$ cat config.mk
export PLATFORM = sky130hd
export DESIGN_NAME = edge_job_registers_flat
export DESIGN_NICKNAME = d
export VERILOG_FILES = /design/src/source/graph_job_pkg.sv /design/src/source/edge_job_if.sv /design/src/source/edge_job_registers.sv /design/src/flat_wrapper.sv
export VERILOG_INCLUDE_DIRS = /design/src /design/src/source
export SDC_FILE = /design/constraint.sdc
export NUM_CORES = 1
export LEC_CHECK = 0
export BUFFER_PORTS_ARGS = -buffer_cell sky130_fd_sc_hd__buf_2
export CAP_MARGIN = 20
export CORE_MARGIN = 2
export CORE_UTILIZATION = 41
export CTS_CLUSTER_SIZE = 40
export DETAILED_ROUTE_END_ITERATION = 16
export GPL_TIMING_DRIVEN = 0
export PLACE_DENSITY = 0.84
export SLEW_MARGIN = 20
export SYNTH_ARGS = -nofsm -noshare
export SYNTH_HDL_FRONTEND = slang
export SYNTH_SLANG_ARGS = --single-unit
export TNS_END_PERCENT = 50
$ cat constraint.sdc
create_clock -name clock -period 5.1 [get_ports clock]
set_input_delay 1.02 -clock clock [delete_from_list [all_inputs] [get_ports clock]]
set_output_delay 1.02 -clock clock [all_outputs]
set_load 0.02 [all_outputs]
$ cat src/source/edge_job_cfg.svh
// Width, line geometry and queue depth macros for the edge job control unit
`ifndef EDGE_JOB_CFG_SVH
`define EDGE_JOB_CFG_SVH

// One inverse edge array entry
`define EDGE_BITS 32

// Cache line geometry
`define LINE_BYTES 64
`define LINE_EDGES 16
`define LINE_BITS 512
// Edge position within a line, and edge count 1..16
`define LINE_OFFSET_BITS 4
`define LINE_COUNT_BITS 5

// Address and vertex fields
`define ADDR_BITS 32
`define DEGREE_BITS 16
`define EDGE_INDEX_BITS 16
`define VERTEX_BITS 32

// Queue depths
`define CMD_QUEUE_DEPTH 16
`define EDGE_QUEUE_DEPTH 32

`endif

$ cat src/source/graph_job_pkg.sv
// Graph-side types: vertex job and edge job
`include "edge_job_cfg.svh"

package graph_job_pkg;

	// Vertex as handed to the unit
	typedef struct packed {
		logic [`VERTEX_BITS-1:0]     id;
		logic [`EDGE_INDEX_BITS-1:0] edge_index;
		logic [`DEGREE_BITS-1:0]     degree;
	} vertex_job_t;

	// One inverse edge of the current vertex
	// Serial counts edges within the vertex, from zero
	typedef struct packed {
		logic [`VERTEX_BITS-1:0] src;
		logic [`VERTEX_BITS-1:0] dest;
		logic [`DEGREE_BITS-1:0] serial;
	} edge_job_t;

endpackage

$ cat src/source/edge_job_if.sv
// Interface for the latched job configuration between register block and datapath
`timescale 1ns/1ps
`include "edge_job_cfg.svh"

interface edge_job_if;

	// From the register block
	logic                      enabled;
	logic [`ADDR_BITS-1:0]     array_base;
	graph_job_pkg::vertex_job_t vertex;
	logic                      vertex_new;

	// From the sequencer, high while idle
	logic vertex_done;

	modport registers (
		output enabled,
		output array_base,
		output vertex,
		output vertex_new,
		input  vertex_done
	);

	modport sequencer (
		input  enabled,
		input  array_base,
		input  vertex,
		input  vertex_new,
		output vertex_done
	);

	// Serial numbers restart on vertex_new
	modport shifter (
		input enabled,
		input vertex,
		input vertex_new
	);

endinterface

$ cat src/source/edge_job_registers.sv
// Enable, base address and vertex job registers with new-vertex detection
`timescale 1ns/1ps
`include "edge_job_cfg.svh"

module edge_job_registers (
	input  logic                        clock,
	input  logic                        rstn,
	input  logic                        enable,
	input  logic [`ADDR_BITS-1:0]       array_base,
	input  logic                        vertex_valid,
	input  logic [`VERTEX_BITS-1:0]     vertex_id,
	input  logic [`EDGE_INDEX_BITS-1:0] vertex_edge_index,
	input  logic [`DEGREE_BITS-1:0]     vertex_degree,
	output logic                        vertex_taken,
	edge_job_if.registers               cfg
);

	logic have_vertex;
	logic id_is_new;
	logic accept;

	// Same id as the last vertex means it was already processed
	assign id_is_new = !have_vertex || (vertex_id != cfg.vertex.id);
	assign accept    = cfg.enabled && vertex_valid && cfg.vertex_done && !cfg.vertex_new &&
		id_is_new;

	always_ff @(posedge clock or negedge rstn) begin
		if (!rstn) begin
			cfg.enabled    <= 1'b0;
			cfg.vertex_new <= 1'b0;
			vertex_taken   <= 1'b0;
			have_vertex    <= 1'b0;
		end else begin
			cfg.enabled    <= enable;
			cfg.vertex_new <= accept;
			vertex_taken   <= accept;
			if (accept) begin
				have_vertex <= 1'b1;
			end
		end
	end

	always_ff @(posedge clock) begin
		cfg.array_base <= array_base;
		if (accept) begin
			cfg.vertex.id         <= vertex_id;
			cfg.vertex.edge_index <= vertex_edge_index;
			cfg.vertex.degree     <= vertex_degree;
		end
	end

endmodule

$ cat src/flat_wrapper.sv
// flat-port wrapper written by rule: the top's interface ports become plain ports
module edge_job_registers_flat 
  (clock, rstn, enable, array_base, vertex_valid, vertex_id, vertex_edge_index, vertex_degree, vertex_taken, cfg_enabled, cfg_array_base, cfg_vertex, cfg_vertex_new, cfg_vertex_done);
  edge_job_if cfg_i ();
  input  logic clock;
  input  logic rstn;
  input  logic enable;
  input  logic [`ADDR_BITS-1:0] array_base;
  input  logic vertex_valid;
  input  logic [`VERTEX_BITS-1:0] vertex_id;
  input  logic [`EDGE_INDEX_BITS-1:0] vertex_edge_index;
  input  logic [`DEGREE_BITS-1:0] vertex_degree;
  output logic vertex_taken;
  output wire logic [$bits(cfg_i.enabled)-1:0] cfg_enabled;
  output wire logic [$bits(cfg_i.array_base)-1:0] cfg_array_base;
  output wire logic [$bits(cfg_i.vertex)-1:0] cfg_vertex;
  output wire logic [$bits(cfg_i.vertex_new)-1:0] cfg_vertex_new;
  input wire logic [$bits(cfg_i.vertex_done)-1:0] cfg_vertex_done;
  assign cfg_enabled = cfg_i.enabled;
  assign cfg_array_base = cfg_i.array_base;
  assign cfg_vertex = cfg_i.vertex;
  assign cfg_vertex_new = cfg_i.vertex_new;
  assign cfg_i.vertex_done = cfg_vertex_done;
  edge_job_registers u_core (.clock(clock), .rstn(rstn), .enable(enable), .array_base(array_base), .vertex_valid(vertex_valid), .vertex_id(vertex_id), .vertex_edge_index(vertex_edge_index), .vertex_degree(vertex_degree), .vertex_taken(vertex_taken), .cfg(cfg_i));
endmodule
==> impl_metrics.ini <==
[pwr]
power_switching_mw = 0.353
finalPower_mw = 1.54
pwr-share-comb_pct = 8.7
p_clk_share_pct = 33.1
internal_power_mw = 1.18
vdd_drop_max_mv = 0.205
p_leak_nw = 1.95
switching_share_pct = 23.0
power_density_nw_per_um2 = 350
sequentialPowerShare_pct = 58.2

[cells_and_area]
postLayoutCellArea_um2 = 4390
area_delta_synth_final_pct = 45.7
antennaDiodeCount = 0
drive_gt1_share_pct = 59.9
nNetsFinal = 460
utilization_pct = 61.2
final_common_cell = buf_2
stdcell_count = 463
layout_common_cells = buf_2 (199), edfxtp_1 (64), dfxtp_1 (32)

[drt]
wirelength_um = 6750
m1WireLength_um = 2640
via_count = 2018
wl_met3_um = 599
drtPass1Iterations = 4
top_layer_used = met4
viasPerCell = 4.36
detailedRoute.firstIterationViolations = 66
postRouteAntennaNets = 0
dr_wl_met2_um = 3390
drcViolationCount = 0
wl_per_cell_um = 14.6

[timing]
fin_hold_ws_ns = 0.460
timing.fmax_mhz = 418
slew_violations = 0
skew_ns = 0.0172
rsz0062_at_grt = no
post-route-min-period_ns = 2.39
fin_crit_sh_pct = 46.9
setup_ws_ns = 2.71
relSlewSlack_pct = 72.6
hold_viol = 0
setup-violations-final = 0
tightest_slew_ns = 0.407
fin_tns_setup_ns = 0

[setup_path]
cp_max_fo = 30
crit_type = in2reg
rrSetupSlack_ns = 3.04
r2r_cells = 6
rr_startpoint = u_core.cfg.vertex[47]
setup.worst_path.end_class = register
crit_chain = buf_2 > xor2_1 > nor4_1 > nand3_1 > nor3_1 > nor2_4 > buf_12
arrival_ns = 2.49
rr_endpoint = u_core.cfg.vertex[60]
critPathMaxStageDelay_ns = 0.42
cp_slowest_cell = nor4_1
crit_path_start_kind = primary input
cp.required_ns = 5.19

[cts]
cts_root_buf = clkbuf_8
clkTransAtPathRegs_ns = 0.08
cts_tree = yes
cts.sinks = 99
cts.path.max_buffers = 2
h-tree-depth = 3
clk-insertion-delay-late_ns = 0.35
cts_hold_buffers = 0
ctsResizeCount = 0
postCtsSetupBuffers = 0
numCtsBuffers = 9

[place]
io_buffer_count = 199
place_ws_ns = 2.33
gp_congestion = 0.743
dpl.hpwl_um = 5160
placed_cells = 447
place_area_um2 = 4180

[die]
die_area_um2 = 8050
core_um2 = 7180
num_rows = 31
io_pins = 200
floorplan.initialDensity_pct = 42.0
die_w_um = 89.7
fp.dieH_um = 89.7

[status]
status = finished clean

[logic_synthesis]
synthTopCellsByArea = edfxtp_1 (64%), dfxtp_1 (21%), xor2_1 (9.0%)
synth_fp_nets = 248
synth-seq-cells = 99
seq_area_frac_synth_pct = 87.5
synth_top_area_share_pct = 63.8
syn-cell-area_um2 = 3010
ys.warnings.count = 0
yosys.cell_types.count = 13
synthCells = 147
netlist.top_cell.by_area = edfxtp_1
syn_area_per_cell_um2 = 20.5

[grt]
grtUsageTotal_pct = 16.4
grt_max_degree = 31
grt.overflow.total = 0
antenna_found_initial = 0
grt_pass1_vias = 2137
grt_pass1_wl_um = 10100

[run]
cap_viol_max_count = 0

[min_path]
min_path_type = in2async
==> worst max-delay path: cells and delay by family <==
| family | cells | cell delay (ns) |
|---|---|---|
| xor gates and xnor gates | 1 | 0.15 |
| and+or+nand+nor | 4 | 0.99 |
| buffers and inverters | 2 | 0.31 |
==> synth_stat cells <==
library cell and instances:
buf_4 1, dfrtp_1 3, dfxtp_1 32, edfxtp_1 64
nand2b_1 1, nand3_1 2, nand4_1 1, nand4b_1 1
nor2_1 1, nor3_1 2, nor4_1 7, xnor2_1 1
xor2_1 31
==> registers in the layout (all words and copies together), names as in the netlist <==
signal,cells
u_core.cfg.enabled,1
u_core.have_vertex,1
u_core.cfg.array_base,32
u_core.cfg.vertex,64
u_core.cfg.vertex_new,1
==> power groups by stage <==
stage | combinational [mW] | sequential [mW] | clock, mW
finish | 0.134 | 0.893 | 0.509
global route | 0.143 | 0.896 | 0.553
CTS | 0.135 | 0.894 | 0.525
detailed placement | 0.135 | 0.912 | 0
global placement | 0.127 | 0.913 | 0
floorplan | 0.0198 | 0.950 | 0
==> metal layers <==
layer / vias up / global-route usage [%]
met2: 120 / 28.0
met5: - / 0
met3: 11 / 5.87
met1: 931 / 18.1
met4: 0 / 8.46
li1: 956 / -
==> cell families after synthesis <==
family | share of synthesized area, %
buffers and inverters | 0.249
and+or+nand+nor | 2.95
xor gates and xnor gates | 9.30
DFF | 87.5
==> worst max-delay path by stage <==
stage / start / endpoint / cells after the start
after CTS: vertex_id[19] / u_core.cfg.vertex[60] / 7
after global placement: vertex_id[20] / u_core.cfg.vertex[27] / 6
after floorplan: vertex_id[15] / u_core.cfg.vertex[0] / 5
final: vertex_id[20] / u_core.cfg.vertex[60] / 7
after detailed placement: vertex_id[19] / u_core.cfg.vertex[22] / 7
after global routing: vertex_id[19] / u_core.cfg.vertex[60] / 7
==> layout make-up <==
type / instances / area, um2
sequential: 99 / 2640
tap: 99 / 124
timing repair buffer: 201 / 1040
clock buffer: 12 / 178
multi-input combinational: 47 / 377
buffer: 1 / 7.51
fill: 546 / 2780
clock inverter: 4 / 33.8
Power figures use the tool's default switching activity.
