--- src/source/edge_job_cfg.svh ---
// Width, line geometry and queue depth macros for the edge job control unit
`ifndef EDGE_JOB_CFG_SVH
`define EDGE_JOB_CFG_SVH

// One inverse edge array entry
`define EDGE_BITS 32

// Cache line geometry
`define LINE_BYTES 64
`define LINE_EDGES 16
`define LINE_BITS 512
// Edge position within a line, and edge count 1..16
`define LINE_OFFSET_BITS 4
`define LINE_COUNT_BITS 5

// Address and vertex fields
`define ADDR_BITS 32
`define DEGREE_BITS 16
`define EDGE_INDEX_BITS 16
`define VERTEX_BITS 32

// Queue depths
`define CMD_QUEUE_DEPTH 16
`define EDGE_QUEUE_DEPTH 32

`endif

--- src/source/graph_job_pkg.sv ---
// Graph-side types: vertex job and edge job
`include "edge_job_cfg.svh"

package graph_job_pkg;

	// Vertex as handed to the unit
	typedef struct packed {
		logic [`VERTEX_BITS-1:0]     id;
		logic [`EDGE_INDEX_BITS-1:0] edge_index;
		logic [`DEGREE_BITS-1:0]     degree;
	} vertex_job_t;

	// One inverse edge of the current vertex
	// Serial counts edges within the vertex, from zero
	typedef struct packed {
		logic [`VERTEX_BITS-1:0] src;
		logic [`VERTEX_BITS-1:0] dest;
		logic [`DEGREE_BITS-1:0] serial;
	} edge_job_t;

endpackage

--- src/source/mem_cmd_pkg.sv ---
// Memory-side types: read command kind, read command, returned data line
`include "edge_job_cfg.svh"

package mem_cmd_pkg;

	// Partial marks the command that ends a vertex
	typedef enum logic {
		read_full    = 1'b0,
		read_partial = 1'b1
	} cmd_kind_t;

	// Line read command for the inverse edge array
	typedef struct packed {
		logic [`ADDR_BITS-1:0]        address;
		logic [`LINE_OFFSET_BITS-1:0] offset;
		logic [`LINE_COUNT_BITS-1:0]  count;
		cmd_kind_t                    kind;
	} read_cmd_t;

	// One returned cache line
	// Entry i holds the edge at byte address line plus 4i
	typedef union packed {
		logic [`LINE_BITS-1:0]                  raw;
		logic [`LINE_EDGES-1:0][`EDGE_BITS-1:0] entry;
	} line_word_t;

endpackage

--- src/source/edge_job_if.sv ---
// Interface for the latched job configuration between register block and datapath
`timescale 1ns/1ps
`include "edge_job_cfg.svh"

interface edge_job_if;

	// From the register block
	logic                      enabled;
	logic [`ADDR_BITS-1:0]     array_base;
	graph_job_pkg::vertex_job_t vertex;
	logic                      vertex_new;

	// From the sequencer, high while idle
	logic vertex_done;

	modport registers (
		output enabled,
		output array_base,
		output vertex,
		output vertex_new,
		input  vertex_done
	);

	modport sequencer (
		input  enabled,
		input  array_base,
		input  vertex,
		input  vertex_new,
		output vertex_done
	);

	// Serial numbers restart on vertex_new
	modport shifter (
		input enabled,
		input vertex,
		input vertex_new
	);

endinterface

--- src/source/edge_line_shifter.sv ---
// Captures returned data lines and shifts the selected edges out as edge jobs
`timescale 1ns/1ps
`include "edge_job_cfg.svh"

module edge_line_shifter (
	input  logic                         clock,
	input  logic                         rstn,
	edge_job_if.shifter                  cfg,
	input  logic                         line_valid,
	input  mem_cmd_pkg::line_word_t      line_data,
	input  logic [`LINE_OFFSET_BITS-1:0] line_offset,
	input  logic [`LINE_COUNT_BITS-1:0]  line_count,
	output logic                         edge_push,
	output graph_job_pkg::edge_job_t     edge_word,
	input  logic                         edge_almost_full,
	output logic                         line_done
);

	mem_cmd_pkg::line_word_t     line_reg;
	logic [`LINE_COUNT_BITS-1:0] left;
	logic [`DEGREE_BITS-1:0]     serial;

	////////////////////////////////////////////////////////////
	// Line register
	////////////////////////////////////////////////////////////

	// Skip the leading entries on capture, then entry 0 is always the next edge
	always_ff @(posedge clock) begin
		if (line_valid) begin
			line_reg.raw <= line_data.raw >> (line_offset * `EDGE_BITS);
		end else if (edge_push) begin
			line_reg.raw <= line_reg.raw >> `EDGE_BITS;
		end
	end

	////////////////////////////////////////////////////////////
	// Edge emission
	////////////////////////////////////////////////////////////

	// One edge per cycle while the edge queue has room
	assign edge_push = (left != '0) && cfg.enabled && !edge_almost_full;

	assign edge_word.src    = cfg.vertex.id;
	assign edge_word.dest   = line_reg.entry[0];
	assign edge_word.serial = serial;

	always_ff @(posedge clock or negedge rstn) begin
		if (!rstn) begin
			left      <= '0;
			serial    <= '0;
			line_done <= 1'b0;
		end else begin
			line_done <= edge_push && (left == 1);
			if (line_valid) begin
				left <= line_count;
			end else if (edge_push) begin
				left <= left - 1'b1;
			end
			if (cfg.vertex_new) begin
				serial <= '0;
			end else if (edge_push) begin
				serial <= serial + 1'b1;
			end
		end
	end

	a_line_fits: assert property (
		@(posedge clock) disable iff (!rstn)
		line_valid |-> (line_offset + line_count <= `LINE_EDGES)
	);

	// Only one command outstanding, so a line never lands on a busy shifter
	a_one_line: assert property (
		@(posedge clock) disable iff (!rstn)
		line_valid |-> (left == '0)
	);

endmodule

--- src/flat_wrapper.sv ---
// flat-port wrapper written by rule: the top's interface ports become plain ports
module edge_line_shifter_flat 
  (clock, rstn, line_valid, line_data, line_offset, line_count, edge_push, edge_word, edge_almost_full, line_done, cfg_enabled, cfg_vertex, cfg_vertex_new);
  edge_job_if cfg_i ();
  input  logic clock;
  input  logic rstn;
  input  logic line_valid;
  input  mem_cmd_pkg::line_word_t line_data;
  input  logic [`LINE_OFFSET_BITS-1:0] line_offset;
  input  logic [`LINE_COUNT_BITS-1:0] line_count;
  output logic edge_push;
  output graph_job_pkg::edge_job_t edge_word;
  input  logic edge_almost_full;
  output logic line_done;
  input wire logic [$bits(cfg_i.enabled)-1:0] cfg_enabled;
  input wire logic [$bits(cfg_i.vertex)-1:0] cfg_vertex;
  input wire logic [$bits(cfg_i.vertex_new)-1:0] cfg_vertex_new;
  assign cfg_i.enabled = cfg_enabled;
  assign cfg_i.vertex = cfg_vertex;
  assign cfg_i.vertex_new = cfg_vertex_new;
  edge_line_shifter u_core (.clock(clock), .rstn(rstn), .cfg(cfg_i), .line_valid(line_valid), .line_data(line_data), .line_offset(line_offset), .line_count(line_count), .edge_push(edge_push), .edge_word(edge_word), .edge_almost_full(edge_almost_full), .line_done(line_done));
endmodule
--- config.mk ---
export PLATFORM = sky130hd
export DESIGN_NAME = edge_line_shifter_flat
export DESIGN_NICKNAME = d
export VERILOG_FILES = /design/src/source/graph_job_pkg.sv /design/src/source/mem_cmd_pkg.sv /design/src/source/edge_job_if.sv /design/src/source/edge_line_shifter.sv /design/src/flat_wrapper.sv
export VERILOG_INCLUDE_DIRS = /design/src /design/src/source
export SDC_FILE = /design/constraint.sdc
export NUM_CORES = 2
export LEC_CHECK = 0
export BUFFER_PORTS_ARGS = -buffer_cell sky130_fd_sc_hd__buf_2
export CAP_MARGIN = 10
export CORE_AREA = 2 2 407 409
export DETAILED_ROUTE_END_ITERATION = 12
export DIE_AREA = 0 0 409 411
export GPL_ROUTABILITY_DRIVEN = 0
export PLACE_DENSITY = 0.41
export REMOVE_ABC_BUFFERS = 1
export SLEW_MARGIN = 20
export SYNTH_ARGS = -nofsm -noshare
export SYNTH_HDL_FRONTEND = slang
export SYNTH_SLANG_ARGS = --single-unit
export TNS_END_PERCENT = 1
--- constraint.sdc ---
create_clock -name clock -period 36.6 [get_ports clock]
set_input_delay 0 -clock clock [delete_from_list [all_inputs] [get_ports clock]]
set_output_delay 0 -clock clock [all_outputs]
set_load 0.005 [all_outputs]
==> flow_summary.json <==
{
  "final_max_slew_viol_count": 0,
  "yosysMostFrequentCell": "mux2i_1",
  "max_cap_violations": 0,
  "core_mm2": 0.164,
  "wl_per_cell_um": 26.1,
  "p_per_area_mw_per_mm2": 37.8,
  "drt-pass1-iter-count": 6,
  "peakVddDrop_uv": 31.3,
  "num_vias": 36386,
  "die_x_um": 409,
  "rsz0062_at_grt": "no",
  "reg2reg_depth": 9,
  "cts_tree": "done",
  "viasPerCell": 5.32,
  "yosys-top-cells-area": "edfxtp_1 38%, mux2i_1 13%, mux4_2 12%, o22ai_1 3.0%, inv_1 2.7%",
  "drive_gt1_share_pct": 23.5,
  "timing.rr.start": "u_core.left[0]$_DFFE_PN0P_",
  "synth_top_area_cell": "edfxtp_1",
  "clkSlewWorstSetupHoldPaths_ps": 60,
  "hold_class": "in2out",
  "maxSlewHeadroom_pct": 4.99,
  "period_needed_ps": 6550,
  "p_total_mw": 1.98,
  "overflow": 0,
  "dieArea_mm2": 0.168,
  "final-seq-area_mm2": 0.0159,
  "critPathCaptureType": "flip-flop",
  "rr_endpoint": "u_core.line_reg[87]$_DFFE_PP_",
  "hold_path_depth": 0,
  "setup-tns-final_ps": 0,
  "max_freq_mhz": 153,
  "synth_seq_area_share_pct": 39.1,
  "ys_ff_latch": 534,
  "numCtsBuffers": 75,
  "start_util_pct": 24.9,
  "synthToLayoutAreaGrowth_pct": 28.6,
  "cts_resized": 0,
  "worst_pin_slew_ps": 1390,
  "multiInputGateArea_mm2": 0.0216,
  "fp.dieH_um": 411,
  "cts-root-buf": "clkbuf_16",
  "clockBufferDepth": 3,
  "finish.net_count": 5180,
  "cp.required_ps": 37020,
  "synthesis.area_mm2": 0.0407,
  "synthDistinctLibCells": 54,
  "grt_max_degree": 153,
  "timing_hold_violations_final": 0,
  "num_rows": 149,
  "largest_reg_flops": 512,
  "syn_avg_cell_area_um2": 10.8,
  "finalCritPeriodShare_pct": 17.9,
  "wirelength_mm": 179,
  "ant_nets": 0,
  "dpl.hpwl_mm": 114,
  "skew_ps": 42.9,
  "path_max_fanout": 65,
  "synthArstFlopShare_pct": 4.12,
  "setup_viol": 0,
  "path_class": "in2reg",
  "grt_pass1_wl_mm": 259,
  "drc": 0,
  "cts.sinks": 534,
  "min_to": "edge_word[52]",
  "synth_common_cells": "513 x mux2i_1, 512 x edfxtp_1, 292 x inv_1, 237 x nand2_1, 224 x mux4_2",
  "drt_iter0_drc": 3053,
  "r2r_slack_ps": 30400,
  "ios": 673,
  "crit_start": "line_offset[1]",
  "arrival_ps": 6970,
  "port_buffers": 576,
  "start_kind": "input pin",
  "synth_top_cell_area_share_pct": 37.7,
  "yosys_warnings": 0,
  "antenna_found_initial": 33,
  "n_fill_cell": 17056,
  "hold_start": "cfg_vertex[36]",
  "grt_usage_pct": 20.5,
  "htreeDepth": 3,
  "worstSkewPairLatency_ps": 670,
  "synthCells": 3768,
  "synth_edf_count": 512,
  "grt_pass1_vias": 36511,
  "synth_flop_cell": "edfxtp_1",
  "p_leak_nw": 20.5,
  "outcome": "finished, final reports clean"
}
==> worst max-delay path by stage <==
stage,endpoint,slack (ps),cells past startpoint
6_report,u_core.line_reg[77]$_DFFE_PP_,30050,13
5_1_grt,u_core.line_reg[77]$_DFFE_PP_,29860,13
2_1_floorplan,u_core.line_reg[0]$_DFFE_PP_,23280,5
4_1_cts,u_core.line_reg[77]$_DFFE_PP_,30240,13
3_5_place_dp,u_core.line_reg[100]$_DFFE_PP_,30340,9
3_3_place_gp,u_core.line_reg[100]$_DFFE_PP_,30340,9
==> critical path, cell delays in order <==
cell	delay [ps]
buf_8	420
buf_4	760
buf_4	840
buf_4	820
buf_4	860
mux2i_1	310
dlygate4sd3_1	580
o22ai_1	70
dlygate4sd3_1	640
a211oi_1	210
dlygate4sd3_1	580
a21oi_1	70
dlygate4sd3_1	560
==> area by class of cell <==
| type | count | area share [%] |
|---|---|---|
| Antenna cell | 14 | 0.0669 |
| Tap cell | 2189 | 5.23 |
| Inverter | 294 | 2.13 |
| Timing Repair Buffer | 1170 | 16.7 |
| Clock inverter | 41 | 0.614 |
| Sequential cell | 534 | 30.4 |
| Multi-Input combinational cell | 2511 | 41.2 |
| Clock buffer | 91 | 3.74 |
==> layout by cell type (no fill, tap or decap), drive strengths merged, types with 4 or more instances in the layout <==
cell type    count
mux2i          513
mux4           224
a32oi           32
nor2b           69
o2111ai         32
o221ai          64
o21a            64
buf            648
o2bb2ai         63
nand3            7
o22ai          193
a22oi           64
nand4            6
nor2           174
xor2             7
and2            68
clkinv          32
o311ai          32
a2bb2oi         32
clkbuf          92
o22a            32
mux2            97
nand3b           4
xnor2            4
edfxtp         512
diode           14
nand2b          35
nand2          237
dfrtp           22
a211oi          32
a32o            32
a21oi          103
o21ai          232
inv            299
a31oi           32
or3              5
dlygate4sd3    521
==> power breakdown <==
group | internal (mW) | switching, mW
registers | 0.753 | 0.0176
logic | 0.224 | 0.272
clock network | 0.403 | 0.310
==> cell families (layout without fill, tap and decap cells) <==
| logic type | count (synthesis) | after routing | synth area share, % |
|---|---|---|---|
| AO/OA/AOI/OAI | 1042 | 1042 | 17.5 |
| multiplexers | 834 | 834 | 27.7 |
| XOR/XNOR | 11 | 11 | 0.237 |
| flip-flops | 534 | 534 | 39.1 |
| adder cells (fa/ha/maj) | 3 | 3 | 0.0922 |
| AND/OR/NAND/NOR | 621 | 621 | 7.09 |
| buffers and inverters | 723 | 1596 | 8.28 |
| other | 0 | 14 | 0 |
==> metrics by stage <==
stage	area, um^2	std cells	hold slack [ps]	utilization (%)	setup slack, ps
final	52400	6844	0.102	32.0	30050
after global routing	52400	6841	0.0621	32.0	29860
after CTS	52400	6829	0.00749	32.0	30240
after detailed placement	44900	6176	0.143	27.4	30340
after global placement	44800	6175	0.143	27.4	30340
after floorplan	38500	3339	-296	-	23280
==> repair_timing <==
| action | CTS | global route |
|---|---|---|
| hold buffers | 521 | 1 |
| setup endpoints to repair | 0 | 0 |
| hold endpoints to repair | 474 | 22 |
| setup buffers | 0 | 0 |
==> routing by layer <==
layer	up-vias	global-route usage [%]	wire length (um)
met4	20	4.94	3340
met1	18682	28.5	79800
met3	236	3.53	12100
met5	-	0.283	115
li1	16165	-	-
met2	1283	33.1	83400
No activity file was read; power rests on OpenSTA's default activity.
