--- src/source/edge_job_cfg.svh ---
// Width, line geometry and queue depth macros for the edge job control unit
`ifndef EDGE_JOB_CFG_SVH
`define EDGE_JOB_CFG_SVH

// One inverse edge array entry
`define EDGE_BITS 32

// Cache line geometry
`define LINE_BYTES 64
`define LINE_EDGES 16
`define LINE_BITS 512
// Edge position within a line, and edge count 1..16
`define LINE_OFFSET_BITS 4
`define LINE_COUNT_BITS 5

// Address and vertex fields
`define ADDR_BITS 32
`define DEGREE_BITS 16
`define EDGE_INDEX_BITS 16
`define VERTEX_BITS 32

// Queue depths
`define CMD_QUEUE_DEPTH 16
`define EDGE_QUEUE_DEPTH 32

`endif

--- src/source/graph_job_pkg.sv ---
// Graph-side types: vertex job and edge job
`include "edge_job_cfg.svh"

package graph_job_pkg;

	// Vertex as handed to the unit
	typedef struct packed {
		logic [`VERTEX_BITS-1:0]     id;
		logic [`EDGE_INDEX_BITS-1:0] edge_index;
		logic [`DEGREE_BITS-1:0]     degree;
	} vertex_job_t;

	// One inverse edge of the current vertex
	// Serial counts edges within the vertex, from zero
	typedef struct packed {
		logic [`VERTEX_BITS-1:0] src;
		logic [`VERTEX_BITS-1:0] dest;
		logic [`DEGREE_BITS-1:0] serial;
	} edge_job_t;

endpackage

--- src/source/mem_cmd_pkg.sv ---
// Memory-side types: read command kind, read command, returned data line
`include "edge_job_cfg.svh"

package mem_cmd_pkg;

	// Partial marks the command that ends a vertex
	typedef enum logic {
		read_full    = 1'b0,
		read_partial = 1'b1
	} cmd_kind_t;

	// Line read command for the inverse edge array
	typedef struct packed {
		logic [`ADDR_BITS-1:0]        address;
		logic [`LINE_OFFSET_BITS-1:0] offset;
		logic [`LINE_COUNT_BITS-1:0]  count;
		cmd_kind_t                    kind;
	} read_cmd_t;

	// One returned cache line
	// Entry i holds the edge at byte address line plus 4i
	typedef union packed {
		logic [`LINE_BITS-1:0]                  raw;
		logic [`LINE_EDGES-1:0][`EDGE_BITS-1:0] entry;
	} line_word_t;

endpackage

--- src/source/edge_job_if.sv ---
// Interface for the latched job configuration between register block and datapath
`timescale 1ns/1ps
`include "edge_job_cfg.svh"

interface edge_job_if;

	// From the register block
	logic                      enabled;
	logic [`ADDR_BITS-1:0]     array_base;
	graph_job_pkg::vertex_job_t vertex;
	logic                      vertex_new;

	// From the sequencer, high while idle
	logic vertex_done;

	modport registers (
		output enabled,
		output array_base,
		output vertex,
		output vertex_new,
		input  vertex_done
	);

	modport sequencer (
		input  enabled,
		input  array_base,
		input  vertex,
		input  vertex_new,
		output vertex_done
	);

	// Serial numbers restart on vertex_new
	modport shifter (
		input enabled,
		input vertex,
		input vertex_new
	);

endinterface

--- src/source/edge_read_sequencer.sv ---
// FSM that cuts a vertex's edge range into cache line read commands
`timescale 1ns/1ps
`include "edge_job_cfg.svh"

module edge_read_sequencer (
	input  logic                  clock,
	input  logic                  rstn,
	edge_job_if.sequencer         cfg,
	output logic                  cmd_push,
	output mem_cmd_pkg::read_cmd_t cmd_word,
	input  logic                  cmd_empty,
	input  logic                  edge_empty,
	input  logic                  line_done
);

	localparam int line_lsb = $clog2(`LINE_BYTES);
	localparam int edge_lsb = $clog2(`EDGE_BITS / 8);

	typedef enum logic [1:0] {
		seq_idle,
		seq_issue,
		seq_wait
	} seq_state_t;

	seq_state_t                  state;
	logic [`DEGREE_BITS-1:0]     remaining;
	logic [`ADDR_BITS-1:0]       byte_offset;
	logic [`ADDR_BITS-1:0]       aligned_offset;
	logic [`LINE_OFFSET_BITS-1:0] line_pos;
	logic [`LINE_COUNT_BITS-1:0]  room;
	logic [`LINE_COUNT_BITS-1:0]  count;
	logic                        last;

	////////////////////////////////////////////////////////////
	// Command fields for the current position
	////////////////////////////////////////////////////////////

	assign aligned_offset = {byte_offset[`ADDR_BITS-1:line_lsb], {line_lsb{1'b0}}};
	assign line_pos       = byte_offset[line_lsb-1:edge_lsb];
	// Edges from line_pos to the end of the line
	assign room           = `LINE_COUNT_BITS'(`LINE_EDGES) - line_pos;
	assign last           = remaining <= `DEGREE_BITS'(room);
	assign count          = last ? remaining[`LINE_COUNT_BITS-1:0] : room;

	assign cmd_word.address = cfg.array_base + aligned_offset;
	assign cmd_word.offset  = line_pos;
	assign cmd_word.count   = count;
	assign cmd_word.kind    = last ? mem_cmd_pkg::read_partial : mem_cmd_pkg::read_full;

	// Both queues drained before each new command
	assign cmd_push = (state == seq_issue) && cfg.enabled && cmd_empty && edge_empty;

	assign cfg.vertex_done = (state == seq_idle);

	////////////////////////////////////////////////////////////
	// Sequencing
	////////////////////////////////////////////////////////////

	always_ff @(posedge clock or negedge rstn) begin
		if (!rstn) begin
			state     <= seq_idle;
			remaining <= '0;
		end else begin
			case (state)
				seq_idle: begin
					if (cfg.vertex_new) begin
						remaining <= cfg.vertex.degree;
						// Zero degree finishes on the spot
						if (cfg.vertex.degree != '0) begin
							state <= seq_issue;
						end
					end
				end
				seq_issue: begin
					if (cmd_push) begin
						remaining <= remaining - `DEGREE_BITS'(count);
						state     <= seq_wait;
					end
				end
				seq_wait: begin
					if (line_done) begin
						state <= (remaining != '0) ? seq_issue : seq_idle;
					end
				end
				default: state <= seq_idle;
			endcase
		end
	end

	// Byte offset into the inverse edge array
	always_ff @(posedge clock) begin
		if (state == seq_idle && cfg.vertex_new) begin
			byte_offset <= `ADDR_BITS'(cfg.vertex.edge_index) << edge_lsb;
		end else if (cmd_push) begin
			byte_offset <= aligned_offset + `ADDR_BITS'(`LINE_BYTES);
		end
	end

	a_count_range: assert property (
		@(posedge clock) disable iff (!rstn)
		cmd_push |-> (cmd_word.count >= 1 && cmd_word.count <= `LINE_EDGES)
	);

endmodule

--- src/flat_wrapper.sv ---
// flat-port wrapper written by rule: the top's interface ports become plain ports
module edge_read_sequencer_flat 
  (clock, rstn, cmd_push, cmd_word, cmd_empty, edge_empty, line_done, cfg_enabled, cfg_array_base, cfg_vertex, cfg_vertex_new, cfg_vertex_done);
  edge_job_if cfg_i ();
  input  logic clock;
  input  logic rstn;
  output logic cmd_push;
  output mem_cmd_pkg::read_cmd_t cmd_word;
  input  logic cmd_empty;
  input  logic edge_empty;
  input  logic line_done;
  input wire logic [$bits(cfg_i.enabled)-1:0] cfg_enabled;
  input wire logic [$bits(cfg_i.array_base)-1:0] cfg_array_base;
  input wire logic [$bits(cfg_i.vertex)-1:0] cfg_vertex;
  input wire logic [$bits(cfg_i.vertex_new)-1:0] cfg_vertex_new;
  output wire logic [$bits(cfg_i.vertex_done)-1:0] cfg_vertex_done;
  assign cfg_i.enabled = cfg_enabled;
  assign cfg_i.array_base = cfg_array_base;
  assign cfg_i.vertex = cfg_vertex;
  assign cfg_i.vertex_new = cfg_vertex_new;
  assign cfg_vertex_done = cfg_i.vertex_done;
  edge_read_sequencer u_core (.clock(clock), .rstn(rstn), .cfg(cfg_i), .cmd_push(cmd_push), .cmd_word(cmd_word), .cmd_empty(cmd_empty), .edge_empty(edge_empty), .line_done(line_done));
endmodule
--- config.mk ---
export PLATFORM = sky130hd
export DESIGN_NAME = edge_read_sequencer_flat
export DESIGN_NICKNAME = d
export VERILOG_FILES = /design/src/source/graph_job_pkg.sv /design/src/source/mem_cmd_pkg.sv /design/src/source/edge_job_if.sv /design/src/source/edge_read_sequencer.sv /design/src/flat_wrapper.sv
export VERILOG_INCLUDE_DIRS = /design/src /design/src/source
export SDC_FILE = /design/constraint.sdc
export NUM_CORES = 1
export LEC_CHECK = 0
export BUFFER_PORTS_ARGS = -buffer_cell sky130_fd_sc_hd__buf_2
export CELL_PAD_IN_SITES_DETAIL_PLACEMENT = 1
export CELL_PAD_IN_SITES_GLOBAL_PLACEMENT = 2
export CORE_UTILIZATION = 30
export DETAILED_ROUTE_END_ITERATION = 8
export PLACE_DENSITY_LB_ADDON = 0.1
export SYNTH_ARGS = -nofsm -noshare
export SYNTH_HDL_FRONTEND = slang
export SYNTH_SLANG_ARGS = --single-unit
--- constraint.sdc ---
create_clock -name clock -period 5.3 [get_ports clock]
set_input_delay 0.265 -clock clock [delete_from_list [all_inputs] [get_ports clock]]
set_output_delay 0.265 -clock clock [all_outputs]
set_load 0.03 [all_outputs]
==> run metrics <==
status=complete, no violations; Max Freq=223 MHz; Synth area leader=edfxtp_1; critical path data required time=5.46 ns; unrepaired setup endpoints after global routing=false; via-per-instance ratio=5.26; Hold Path Class=input port to flip-flop; Synth warnings=0; CP Class=flip-flop to flip-flop; post-synthesis net count=704; worst slew pin tran=0.668 ns; number of cells after detailed placement=825; Gate Count Post-Synth=562; ys async rst share=0.375; final core occ=0.356; Power Density=447 nW/µm²; clk_skew=0.00673 ns; IR drop worst, VDD=0.195 mV; GRT Overall Usage=0.177; EDFF count, synth=16; CP max FO=9; Final Instance Count excl. Fillers=834; Post-DRT Antenna Nets=0; grt ovf=0; Die ar.=15900 µm²; die height=126 µm; row count=45; Worst setup EP type=flip-flop; Max Cap Viol=0; share of layout cells above drive strength 1=0.221; post-route setup slack=0.815 ns; Slew HR=0.548; sw power=1.18 mW; Core ar.=15100 µm²; post_cts resized=0; die span in x=126 µm; switching part of the total=0.492; CP max-delay cell=edfxtp_1; hold_buf cts=1; DRT iter0 DRCs=164; Critical Path AT=4.64 ns; critical path, cell by cell=inv_1 > ha_1 > xnor2_1 > inv_1 > ha_1 > o21a_1 > o21ai_0 > a21oi_1 > nor3_1 > buf_4 > mux2i_1 > ha_1 > nor2b_1 > o21a_1 > o21ai_0 > a21oi_1 > o311ai_0 > o211ai_1; post-detailed-route wirelength per cell=16.2 µm; drt first pass iters=4; vias in the first global route=4459; RePlAce Congestion=0.775; Yosys top cell area share=0.104; Setup-failing EPs final=0; Seq pwr share=0.269; total wire length=13.5 mm; Main synth FF type=dfrtp_1; Post-Route Setup TNS=0 ns; final net count=787; clock transition at the registers of the reported paths=0.08 ns; Port Buffers=102; DRC viols=0; count of different cell masters after synthesis=76; Worst path most repeated cell=ha_1; Root Driver=clkbuf_16; Final Hold Fails=0; area of the multi-input gates=3130 µm²; Mean Syn Cell Area=8.25 µm²; clock sink count=48; max incr delay on CP=0.40 ns; first-pass GRT wire length=22.9 mm; CTS Buf Count=5; Reg area=1210 µm²; synthesized cell area=4630 µm²; Min Hold Slack=0.241 ns; Skew-Pair Late Insertion Delay=0.30 ns; initial antenna violation count=1; dpl ws=0.807 ns; CTS tree=done; crit share post-route=0.846; fin crit period=4.49 ns; via count=4386; Clock Power Share=0.142; area grow syn2layout=16.2%; diodes inserted=0; Pins Over Slew Limit=0; flops & latches, synth=48; initial core utilization=0.306; most frequent cells in the layout=buf_2, nand2_1, nor2_1; clock tree buffer depth=2; IO Count=147; Fillers=1830; HPWL Detailed=10.9 mm; commonest non-fill, non-tap cell in the layout=buf_2; top post-synthesis cells by area=edfxtp_1, ha_1, dfrtp_1; Gate power share=0.589; Int Pwr=1.22 mW; largest net degree at the start of global routing=46; Seq/Total Area, Yosys=0.261; LEAKAGE=2.32 nW; startpoint class of the critical path=flip-flop; H-tree depth=2; Post CTS Setup Buffer Count=0
==> path summary, 6_finish.rpt <==
path	start	to	slack (ns)	depth (start not counted)
worst max-delay path	u_core.byte_offset[2]	u_core.remaining[11]	0.81	18
worst min-delay path	cfg_vertex[19]	u_core.byte_offset[5]	0.24	2
worst max register to register	u_core.byte_offset[2]	u_core.remaining[11]	0.81	18
min in group asynchronous	rstn	u_core.remaining[2]	0.46	2
worst min register to register	u_core.byte_offset[29]	u_core.byte_offset[29]	0.52	2
max in group asynchronous	rstn	u_core.remaining[7]	4.51	2
==> cell usage after synthesis (7+ instances only) <==
cell type and count:
a21o_1 12, a21oi_1 42, and2_1 9, buf_4 13, clkbuf_1 12, dfrtp_1 18
dfxtp_1 14, edfxtp_1 16, ha_1 37, inv_1 27, mux2i_1 7, nand2_1 46
nand3_1 18, nand4_1 9, nor2_1 44, nor2b_1 7, nor3_1 19, nor4_1 8
o21ai_0 43, or3_1 7, xnor2_1 27, xor2_1 16
==> routing by layer <==
layer  part of all wire  GRT usage  wire length, µm
met5            0.00074          0               10
met4             0.0063     0.0333               85
met3              0.030     0.0283              403
met2               0.48      0.302             6500
met1               0.48      0.237             6530
==> logic make-up (layout without fill, tap and decap cells) <==
kind of cell               count (synthesis)  after routing  synth area share
AOI/OAI and AO/OA                        152            152             0.209
xor gates and xnor gates                  43             43            0.0813
adders and majority gates                 39             39             0.109
buffers and inverters                     60            144            0.0648
DFF                                       48             48             0.261
muxes                                     13             13            0.0297
and+or+nand+nor                          207            207             0.245
==> power groups by stage <==
| stage | combinational (mW) | clock (mW) | sequential, mW |
|---|---|---|---|
| floorplan | 1.12 | 0 | 0.602 |
| global placement | 1.40 | 0 | 0.652 |
| detailed placement | 1.43 | 0 | 0.656 |
| CTS | 1.44 | 0.355 | 0.649 |
| global route | 1.59 | 0.367 | 0.668 |
| finish | 1.42 | 0.341 | 0.648 |
==> worst max-delay path: cells and delay by family (launching register included) <==
kind	cells	cell delay, ns
flops	1	0.40
buf+inv	3	0.43
mux	1	0.31
simple gates	2	0.46
xor+xnor	1	0.27
compound gates	8	1.68
fa+ha+maj	3	0.79
==> final cells by class <==
class / count / share of cell area
clock buffers: 5 / 0.0232
clock inverters: 3 / 0.00488
flip-flops and latches: 48 / 0.225
well taps: 188 / 0.0437
multi-input cells: 454 / 0.580
inverters: 28 / 0.0195
repair buffers: 108 / 0.104
==> registers in the layout (all words and copies together), names as in the netlist <==
name / count
u_core.byte_offset: 30
u_core.remaining: 16
u_core.state: 2
==> metrics by stage <==
step           cell area [µm²]  total power, mW
2_1_floorplan             4630             1.72
3_3_place_gp              5230             2.05
3_5_place_dp              5230             2.09
4_1_cts                   5390             2.44
5_1_grt                   5390             2.62
6_report                  5390             2.41
Note: power is estimated with default switching activity, not from simulation.
