### src/source/sync_fifo.sv
// First-word-fall-through synchronous FIFO with almost-full flag
`timescale 1ns/1ps

module sync_fifo #(
	parameter int width = 32,
	parameter int depth = 16
) (
	input  logic             clock,
	input  logic             rstn,
	input  logic             push,
	input  logic [width-1:0] data_in,
	input  logic             pop,
	output logic [width-1:0] data_out,
	output logic             empty,
	output logic             almost_full,
	output logic             full
);

	localparam int ptr_bits = $clog2(depth);
	localparam int slack    = 4;

	logic [width-1:0]    mem [depth];
	logic [ptr_bits-1:0] wr_ptr;
	logic [ptr_bits-1:0] rd_ptr;
	logic [ptr_bits:0]   count;

	assign empty       = (count == '0);
	assign full        = (count == (ptr_bits + 1)'(depth));
	assign almost_full = (count >= (ptr_bits + 1)'(depth - slack));
	// Head is visible without a pop
	assign data_out    = mem[rd_ptr];

	always_ff @(posedge clock) begin
		if (push && !full) begin
			mem[wr_ptr] <= data_in;
		end
	end

	always_ff @(posedge clock or negedge rstn) begin
		if (!rstn) begin
			wr_ptr <= '0;
			rd_ptr <= '0;
			count  <= '0;
		end else begin
			if (push && !full) begin
				wr_ptr <= wr_ptr + 1'b1;
			end
			if (pop && !empty) begin
				rd_ptr <= rd_ptr + 1'b1;
			end
			count <= count + (ptr_bits + 1)'(push && !full) - (ptr_bits + 1)'(pop && !empty);
		end
	end

	a_no_overflow: assert property (@(posedge clock) disable iff (!rstn) push |-> !full);
	a_no_underflow: assert property (@(posedge clock) disable iff (!rstn) pop |-> !empty);

endmodule

### config.mk
export PLATFORM = sky130hd
export DESIGN_NAME = sync_fifo
export DESIGN_NICKNAME = d
export VERILOG_FILES = /design/src/source/sync_fifo.sv
export SDC_FILE = /design/constraint.sdc
export NUM_CORES = 1
export LEC_CHECK = 0
export BUFFER_PORTS_ARGS = -buffer_cell sky130_fd_sc_hd__buf_2
export CORE_MARGIN = 2
export CORE_UTILIZATION = 61
export CTS_CLUSTER_DIAMETER = 200
export DETAILED_ROUTE_END_ITERATION = 8
export PLACE_DENSITY = 0.87
export SYNTH_ARGS = -nofsm -noshare
export SYNTH_HDL_FRONTEND = slang
export SYNTH_SLANG_ARGS = --single-unit
### constraint.sdc
create_clock -name clock -period 5.89 [get_ports clock]
set_input_delay 0.2945 -clock clock [delete_from_list [all_inputs] [get_ports clock]]
set_output_delay 0.2945 -clock clock [all_outputs]
set_load 0.005 [all_outputs]
==> results of run 1 <==
[cell usage after synthesis]
| cell | n | area, µm² |
|---|---|---|
| nand4_1 | 1 | 6.26 |
| nand2_1 | 35 | 131 |
| buf_4 | 2 | 15.0 |
| o21ai_0 | 33 | 165 |
| nor4_1 | 4 | 25.0 |
| nor2b_1 | 3 | 18.8 |
| buf_2 | 18 | 90.1 |
| clkbuf_1 | 20 | 75.1 |
| xor2_1 | 3 | 26.3 |
| a21oi_1 | 2 | 10.0 |
| mux2_2 | 1 | 11.3 |
| a21o_1 | 1 | 7.51 |
| a22oi_1 | 32 | 240 |
| nor4b_1 | 1 | 8.76 |
| mux4_2 | 58 | 1310 |
| nand3_1 | 2 | 10.0 |
| inv_2 | 1 | 3.75 |
| buf_6 | 16 | 180 |
| and2_1 | 9 | 56.3 |
| a221o_1 | 1 | 10.0 |
| fa_1 | 1 | 20.0 |
| ha_1 | 13 | 163 |
| nor3b_2 | 2 | 25.0 |
| nor2_1 | 7 | 26.3 |
| xnor2_1 | 6 | 52.6 |
| dfrtp_1 | 13 | 325 |
| inv_1 | 13 | 48.8 |
| a221oi_1 | 64 | 561 |
| edfxtp_1 | 512 | 15400 |
| and4bb_1 | 1 | 12.5 |
| mux2i_1 | 128 | 1280 |
| mux4_1 | 6 | 158 |
| buf_12 | 1 | 20.0 |
[what timing repair did]
action,CTS,global route
resized for setup,0,0
hold buffers,1,0
hold endpoints to repair,13,0
[through the flow]
| stage | power [µW] | setup slack [ns] |
|---|---|---|
| after floorplan | 7050 | 1.15 |
| after global placement | 7920 | 2.75 |
| after detailed placement | 8050 | 2.63 |
| after CTS | 11100 | 2.08 |
| after global routing | 11500 | 1.75 |
| final | 11000 | 2.11 |
[cell type report]
cell class / count / area share (%)
sequential: 525 / 69.0
multi-input combinational: 414 / 19.4
clock buffer: 64 / 5.95
tap: 448 / 2.46
timing repair buffer: 86 / 2.19
clock inverter: 26 / 0.781
inverter: 14 / 0.231
antenna: 1 / 0.0110
[path summary, 6_finish.rpt]
| kind | startpoint | to | slack (ns) | depth (start not counted) |
|---|---|---|---|---|
| max in group asynchronous | rstn | rd_ptr[0] | 5.42 | 2 |
| worst max-delay path | rd_ptr[0] | data_out[2] | 2.11 | 6 |
| worst max register to register | count[2] | mem[6][19] | 2.58 | 7 |
| worst min register to register | count[0] | count[0] | 0.57 | 1 |
| min in group asynchronous | rstn | count[3] | 0.18 | 2 |
| worst min-delay path | data_in[31] | mem[9][31] | 0.11 | 1 |
[worst max-delay path, stage by stage, from the launching register on]
cell and delay, ns:
dfrtp_4 1.21, buf_12 0.54, mux2i_1 0.20, a221oi_1 0.58, o21ai_0 0.14, nand2_1 0.09
buf_2 0.11
[cells by family (layout without fill, tap and decap cells)]
kind of cell	count (synthesis)	count (layout)	share of synthesized area [%]
xor+xnor	9	9	0.385
flops	525	525	76.7
compound gates	133	133	4.85
buf+inv	71	190	2.12
simple gates	65	65	1.57
fa+ha+maj	14	14	0.893
other cells	0	1	0
mux	193	193	13.5
[flip-flops by register name, indices dropped and copies added (netlist names)]
signal,count
count,5
mem,512
wr_ptr,4
rd_ptr,4
[layer usage]
layer,vias to the layer above,share of wire [%]
li1,4349,-
met1,5252,38
met2,548,52
met3,100,7.1
met4,0,3.2
met5,-,0
[power groups by stage]
stage / registers [µW] / logic [µW] / clock network [µW]
after floorplan: 4670 / 2370 / 0
after global placement: 4810 / 3110 / 0
after detailed placement: 4840 / 3210 / 0
after CTS: 4770 / 3270 / 3030
after global routing: 4810 / 3490 / 3160
final: 4770 / 3260 / 3010
==> impl_metrics.tcl, run 1 <==
set metrics [dict create \
    status "complete, no violations" \
    internal_power_uw 7570 \
    grt_use_met1_pct 32.9 \
    dpl_cell_area_um2 21200 \
    holdWs_ns 0.105 \
    clock_skew_ns 0.0169 \
    first_global_vias 10800 \
    syn-cell-area_um2 20500 \
    cap_violations 0 \
    dr.pass1.iters 7 \
    tritoncts "built" \
    routedWlPerCell_um 27.4 \
    drv_slew 0 \
    globalplace.congestion 0.743 \
    leakage_uw 0.00771 \
    n_fill_cell 2005 \
    switchingPower_uw 3470 \
    clk_latency_ns 0.57 \
    io_pins 71 \
    pwr-share-comb_pct 29.5 \
    clockBufferDepth 3 \
    top_usage_layer "met2" \
    core.rowCount 67 \
    layout.nets 1140 \
    seqPwrFrac_pct 43.2 \
    syn_to_final_growth_pct 11.2 \
    viasPerCell 6.49 \
    ant_nets 0 \
    switching_share_pct 31.4 \
    dp.cells 1486 \
    design_area_um2 22800 \
    cts_buffers 49 \
    grt_usage_pct 25.1 \
    die_area_um2 35000 \
    dieHeight_um 187 \
    required_ns 5.60 \
    vias 10200 \
    crit_fanout 74 \
    layout_commonest_cell "edfxtp_1" \
    powerDensity_nw_per_um2 485 \
    start_util_pct 61.5 \
    die_w_um 187 \
    ctsHtreeMaxLevel 2 \
    gr-usage-met2_pct 42.8 \
    io_buffers 70 \
    multi_input_area_um2 4410 \
    worst_setup_path_end_kind "output port" \
    root_buffer "clkbuf_16" \
    period_share_pct 64.2 \
    finalCoreUtilization_pct 68.4 \
    maxSlewHeadroom_pct 20.0 \
    grt_pass1_wl_mm 65.2 \
    stdcell_count 1578 \
    tightest_slew_ns 1.20 \
    setup_viol 0 \
    gr-total-overflow 0 \
    cts_sinks 525 \
    setup_tns_ns 0 \
    synthCells 1010 \
    ys_seq_area_share_pct 76.7 \
    wirelength_mm 43.2 \
    synth_nets 1060 \
    crit_type "reg2out" \
    worst_hold_path_type "in2reg" \
    hpwl_mm 21.7 \
    max-vdd-ir-drop_uv 453 \
    clock_power_share_pct 27.2 \
    grt_max_degree 75 \
    ys_ff_latch 525 \
    layout-drive-gt1-share_pct 21.0 \
    seq_area_um2 15700 \
    drc 0 \
    worstPathArrival_ns 3.49 \
    drtIter0Drc 1057 \
    synth_cell_type_count 33 \
    finalCriticalPeriod_ns 3.78 \
    cts_setup_buffers 0 \
    yosysWarnings 0 \
    layout_common_cells "edfxtp_1 (512), mux2i_1 (128), buf_2 (70), a221oi_1 (64), mux4_2 (58)" \
    rsz0062_at_grt "false" \
    start_kind "flop" \
    max_freq_ghz 0.264 \
    finalHoldViolCount 0 \
    avgSynthCellArea_um2 20.3 \
    clk_pin_slew_worst_paths_ns 0.07 \
    antenna_found_initial 1 \
    core_um2 33300 \
    met3_usage_pct 3.85 \
]
No activity file was read; power rests on OpenSTA's default activity.
==> inputs of run 2 (changes only) <==
Clock period 5.89 ns to 3.55 ns, I/O delays scaled along.
==> run 2 against run 1 <==
Effect of this change:
- total power increased by 67%
- clock power up 66%
- sequential cell count stayed put
- die area is the same
- register-to-register slack lost 1.8 ns
- worst setup slack got worse by 1.6 ns
- worst hold slack lost 0.094 ns
- first-iteration DRC count is 1.4% higher
- clock skew is 0.00092 ns lower
- critical endpoint is now data_out[0]
- largest cell class unchanged
==> impl_metrics.tcl, run 2 (synthesis results as in run 1) <==
set metrics [dict create \
    drc 0 \
    gr-total-overflow 0 \
    clk_pin_slew_worst_paths_ns 0.06 \
    r2r_cells 14 \
    grt_usage_pct 24.6 \
    leakage_uw 0.00795 \
    grt_max_degree 47 \
    start_kind "flop" \
    setup_tns_ns 0 \
    clock_power_share_pct 27.2 \
    drv_slew 0 \
    internal_power_uw 12700 \
    vias 10300 \
    first_global_vias 10900 \
    dr.pass1.iters 6 \
    finalCriticalPeriod_ns 3.06 \
    worst_hold_path_type "in2reg" \
    max_freq_ghz 0.327 \
    ant_nets 0 \
    crit_start "rd_ptr[1]" \
    crit_fanout 36 \
    stdcell_count 1622 \
    p_total_uw 18400 \
    setup_viol 0 \
    cts_sinks 525 \
    start_util_pct 61.5 \
    die_w_um 187 \
    holdWs_ns 0.0117 \
    io_pins 71 \
    n_fill_cell 1932 \
    clk_latency_ns 0.58 \
    finalHoldViolCount 0 \
    layout_common_cells "edfxtp_1 (512), mux2i_1 (128), buf_2 (70), a221oi_1 (64), mux4_2 (58)" \
    design_area_um2 23300 \
    rsz0062_at_grt "false" \
    layout.nets 1187 \
    top_regs "mem: 512 flops, count: 5 flops" \
    dieHeight_um 187 \
    reg2reg_from "count[2]" \
    grt_pass1_wl_mm 64.3 \
    routedWlPerCell_um 26.0 \
    status "complete, no violations" \
    reg2reg_to "count[4]" \
    top_register "mem" \
    clockBufferDepth 3 \
    switching_share_pct 31.1 \
    antenna_found_initial 0 \
    pwr-share-comb_pct 30.5 \
    clock_skew_ns 0.0160 \
    globalplace.congestion 0.747 \
    drtIter0Drc 1072 \
    r2r_setup_slack_ns 0.76 \
    syn_to_final_growth_pct 13.8 \
    tritoncts "built" \
    root_buffer "clkbuf_16" \
    period_share_pct 86.1 \
    largest_reg_flops 512 \
    tightest_slew_ns 0.769 \
    crit_type "reg2out" \
    wirelength_mm 42.1 \
    layout_commonest_cell "edfxtp_1" \
    layout-drive-gt1-share_pct 21.3 \
    switchingPower_uw 5730 \
    dpl_cell_area_um2 21500 \
    core.rowCount 67 \
    viasPerCell 6.34 \
    maxSlewHeadroom_pct 48.8 \
    cts_buffers 50 \
    io_buffers 70 \
    required_ns 3.37 \
    core_um2 33300 \
    hpwl_mm 23.0 \
    diodes 0 \
    seqPwrFrac_pct 42.4 \
    powerDensity_nw_per_um2 791 \
    die_area_um2 35000 \
    cap_violations 0 \
    worstPathArrival_ns 2.88 \
    ctsHtreeMaxLevel 2 \
    worst_setup_path_end_kind "output port" \
    max-vdd-ir-drop_uv 513 \
    dp.cells 1503 \
    critPathCapture "data_out[0]" \
]
[run 2: cell count changes in the layout (fill, tap and decap cells not counted), sizes merged]
cell         before  now
dlygate4sd3       1   30
buf              85  102
clkinvlp          1    0
clkinv           21   23
clkbuf           64   63
inv              16   15
diode             1    0
[run 2: repair_timing]
action	in CTS	in global routing
setup buffers	0	0
hold buffers	30	0
resized for setup	0	0
endpoints found under the hold margin	383	0
[run 2: layout make-up]
type	count	area, µm²	area share, %
Tap cell	448	561	2.41
Clock buffer	63	1360	5.85
Clock inverter	26	170	0.730
Timing Repair Buffer	132	1040	4.47
Multi-Input combinational cell	414	4410	18.9
Sequential cell	525	15700	67.4
Inverter	14	52.6	0.226
[run 2: metrics by stage]
step | setup WS [ns] | utilization [%]
after floorplan | -1.19 | -
after global placement | 0.858 | 64.5
after detailed placement | 0.826 | 64.5
after CTS | 0.519 | 70.0
after global routing | 0.405 | 70.0
final | 0.492 | 70.0
[run 2: worst min-delay path by stage]
| stage | to | depth (start not counted) | from |
|---|---|---|---|
| 2_1_floorplan | count[0] | 0 | rstn |
| 3_3_place_gp | count[4] | 1 | rstn |
| 3_5_place_dp | wr_ptr[1] | 1 | rstn |
| 4_1_cts | mem[9][18] | 1 | data_in[18] |
| 5_1_grt | mem[6][18] | 1 | data_in[18] |
| 6_report | mem[10][20] | 1 | data_in[20] |
[run 2: worst max-delay path, cell delays in order, from the launching register on]
cell	delay, ns
dfrtp_2	0.44
buf_4	0.25
and2_2	0.25
buf_4	0.29
a221oi_1	0.64
o21ai_0	0.19
nand2_1	0.12
buf_2	0.12
[run 2: power by group through the flow]
| stage | Clock [µW] | Combinational [µW] | Sequential, µW |
|---|---|---|---|
| CTS | 5060 | 5650 | 7810 |
| floorplan | 0 | 3940 | 7760 |
| detailed placement | 0 | 5550 | 7930 |
| global placement | 0 | 5370 | 7880 |
| finish | 5010 | 5620 | 7810 |
| global route | 5310 | 6050 | 7860 |
[run 2: routing by layer]
layer / wire length [µm] / vias up / track usage [%]
met4: 1220 / 0 / 8.88
met5: 0 / - / 0
met2: 22100 / 467 / 42.6
li1: - / 4438 / -
met3: 2800 / 86 / 3.70
met1: 16000 / 5289 / 32.1
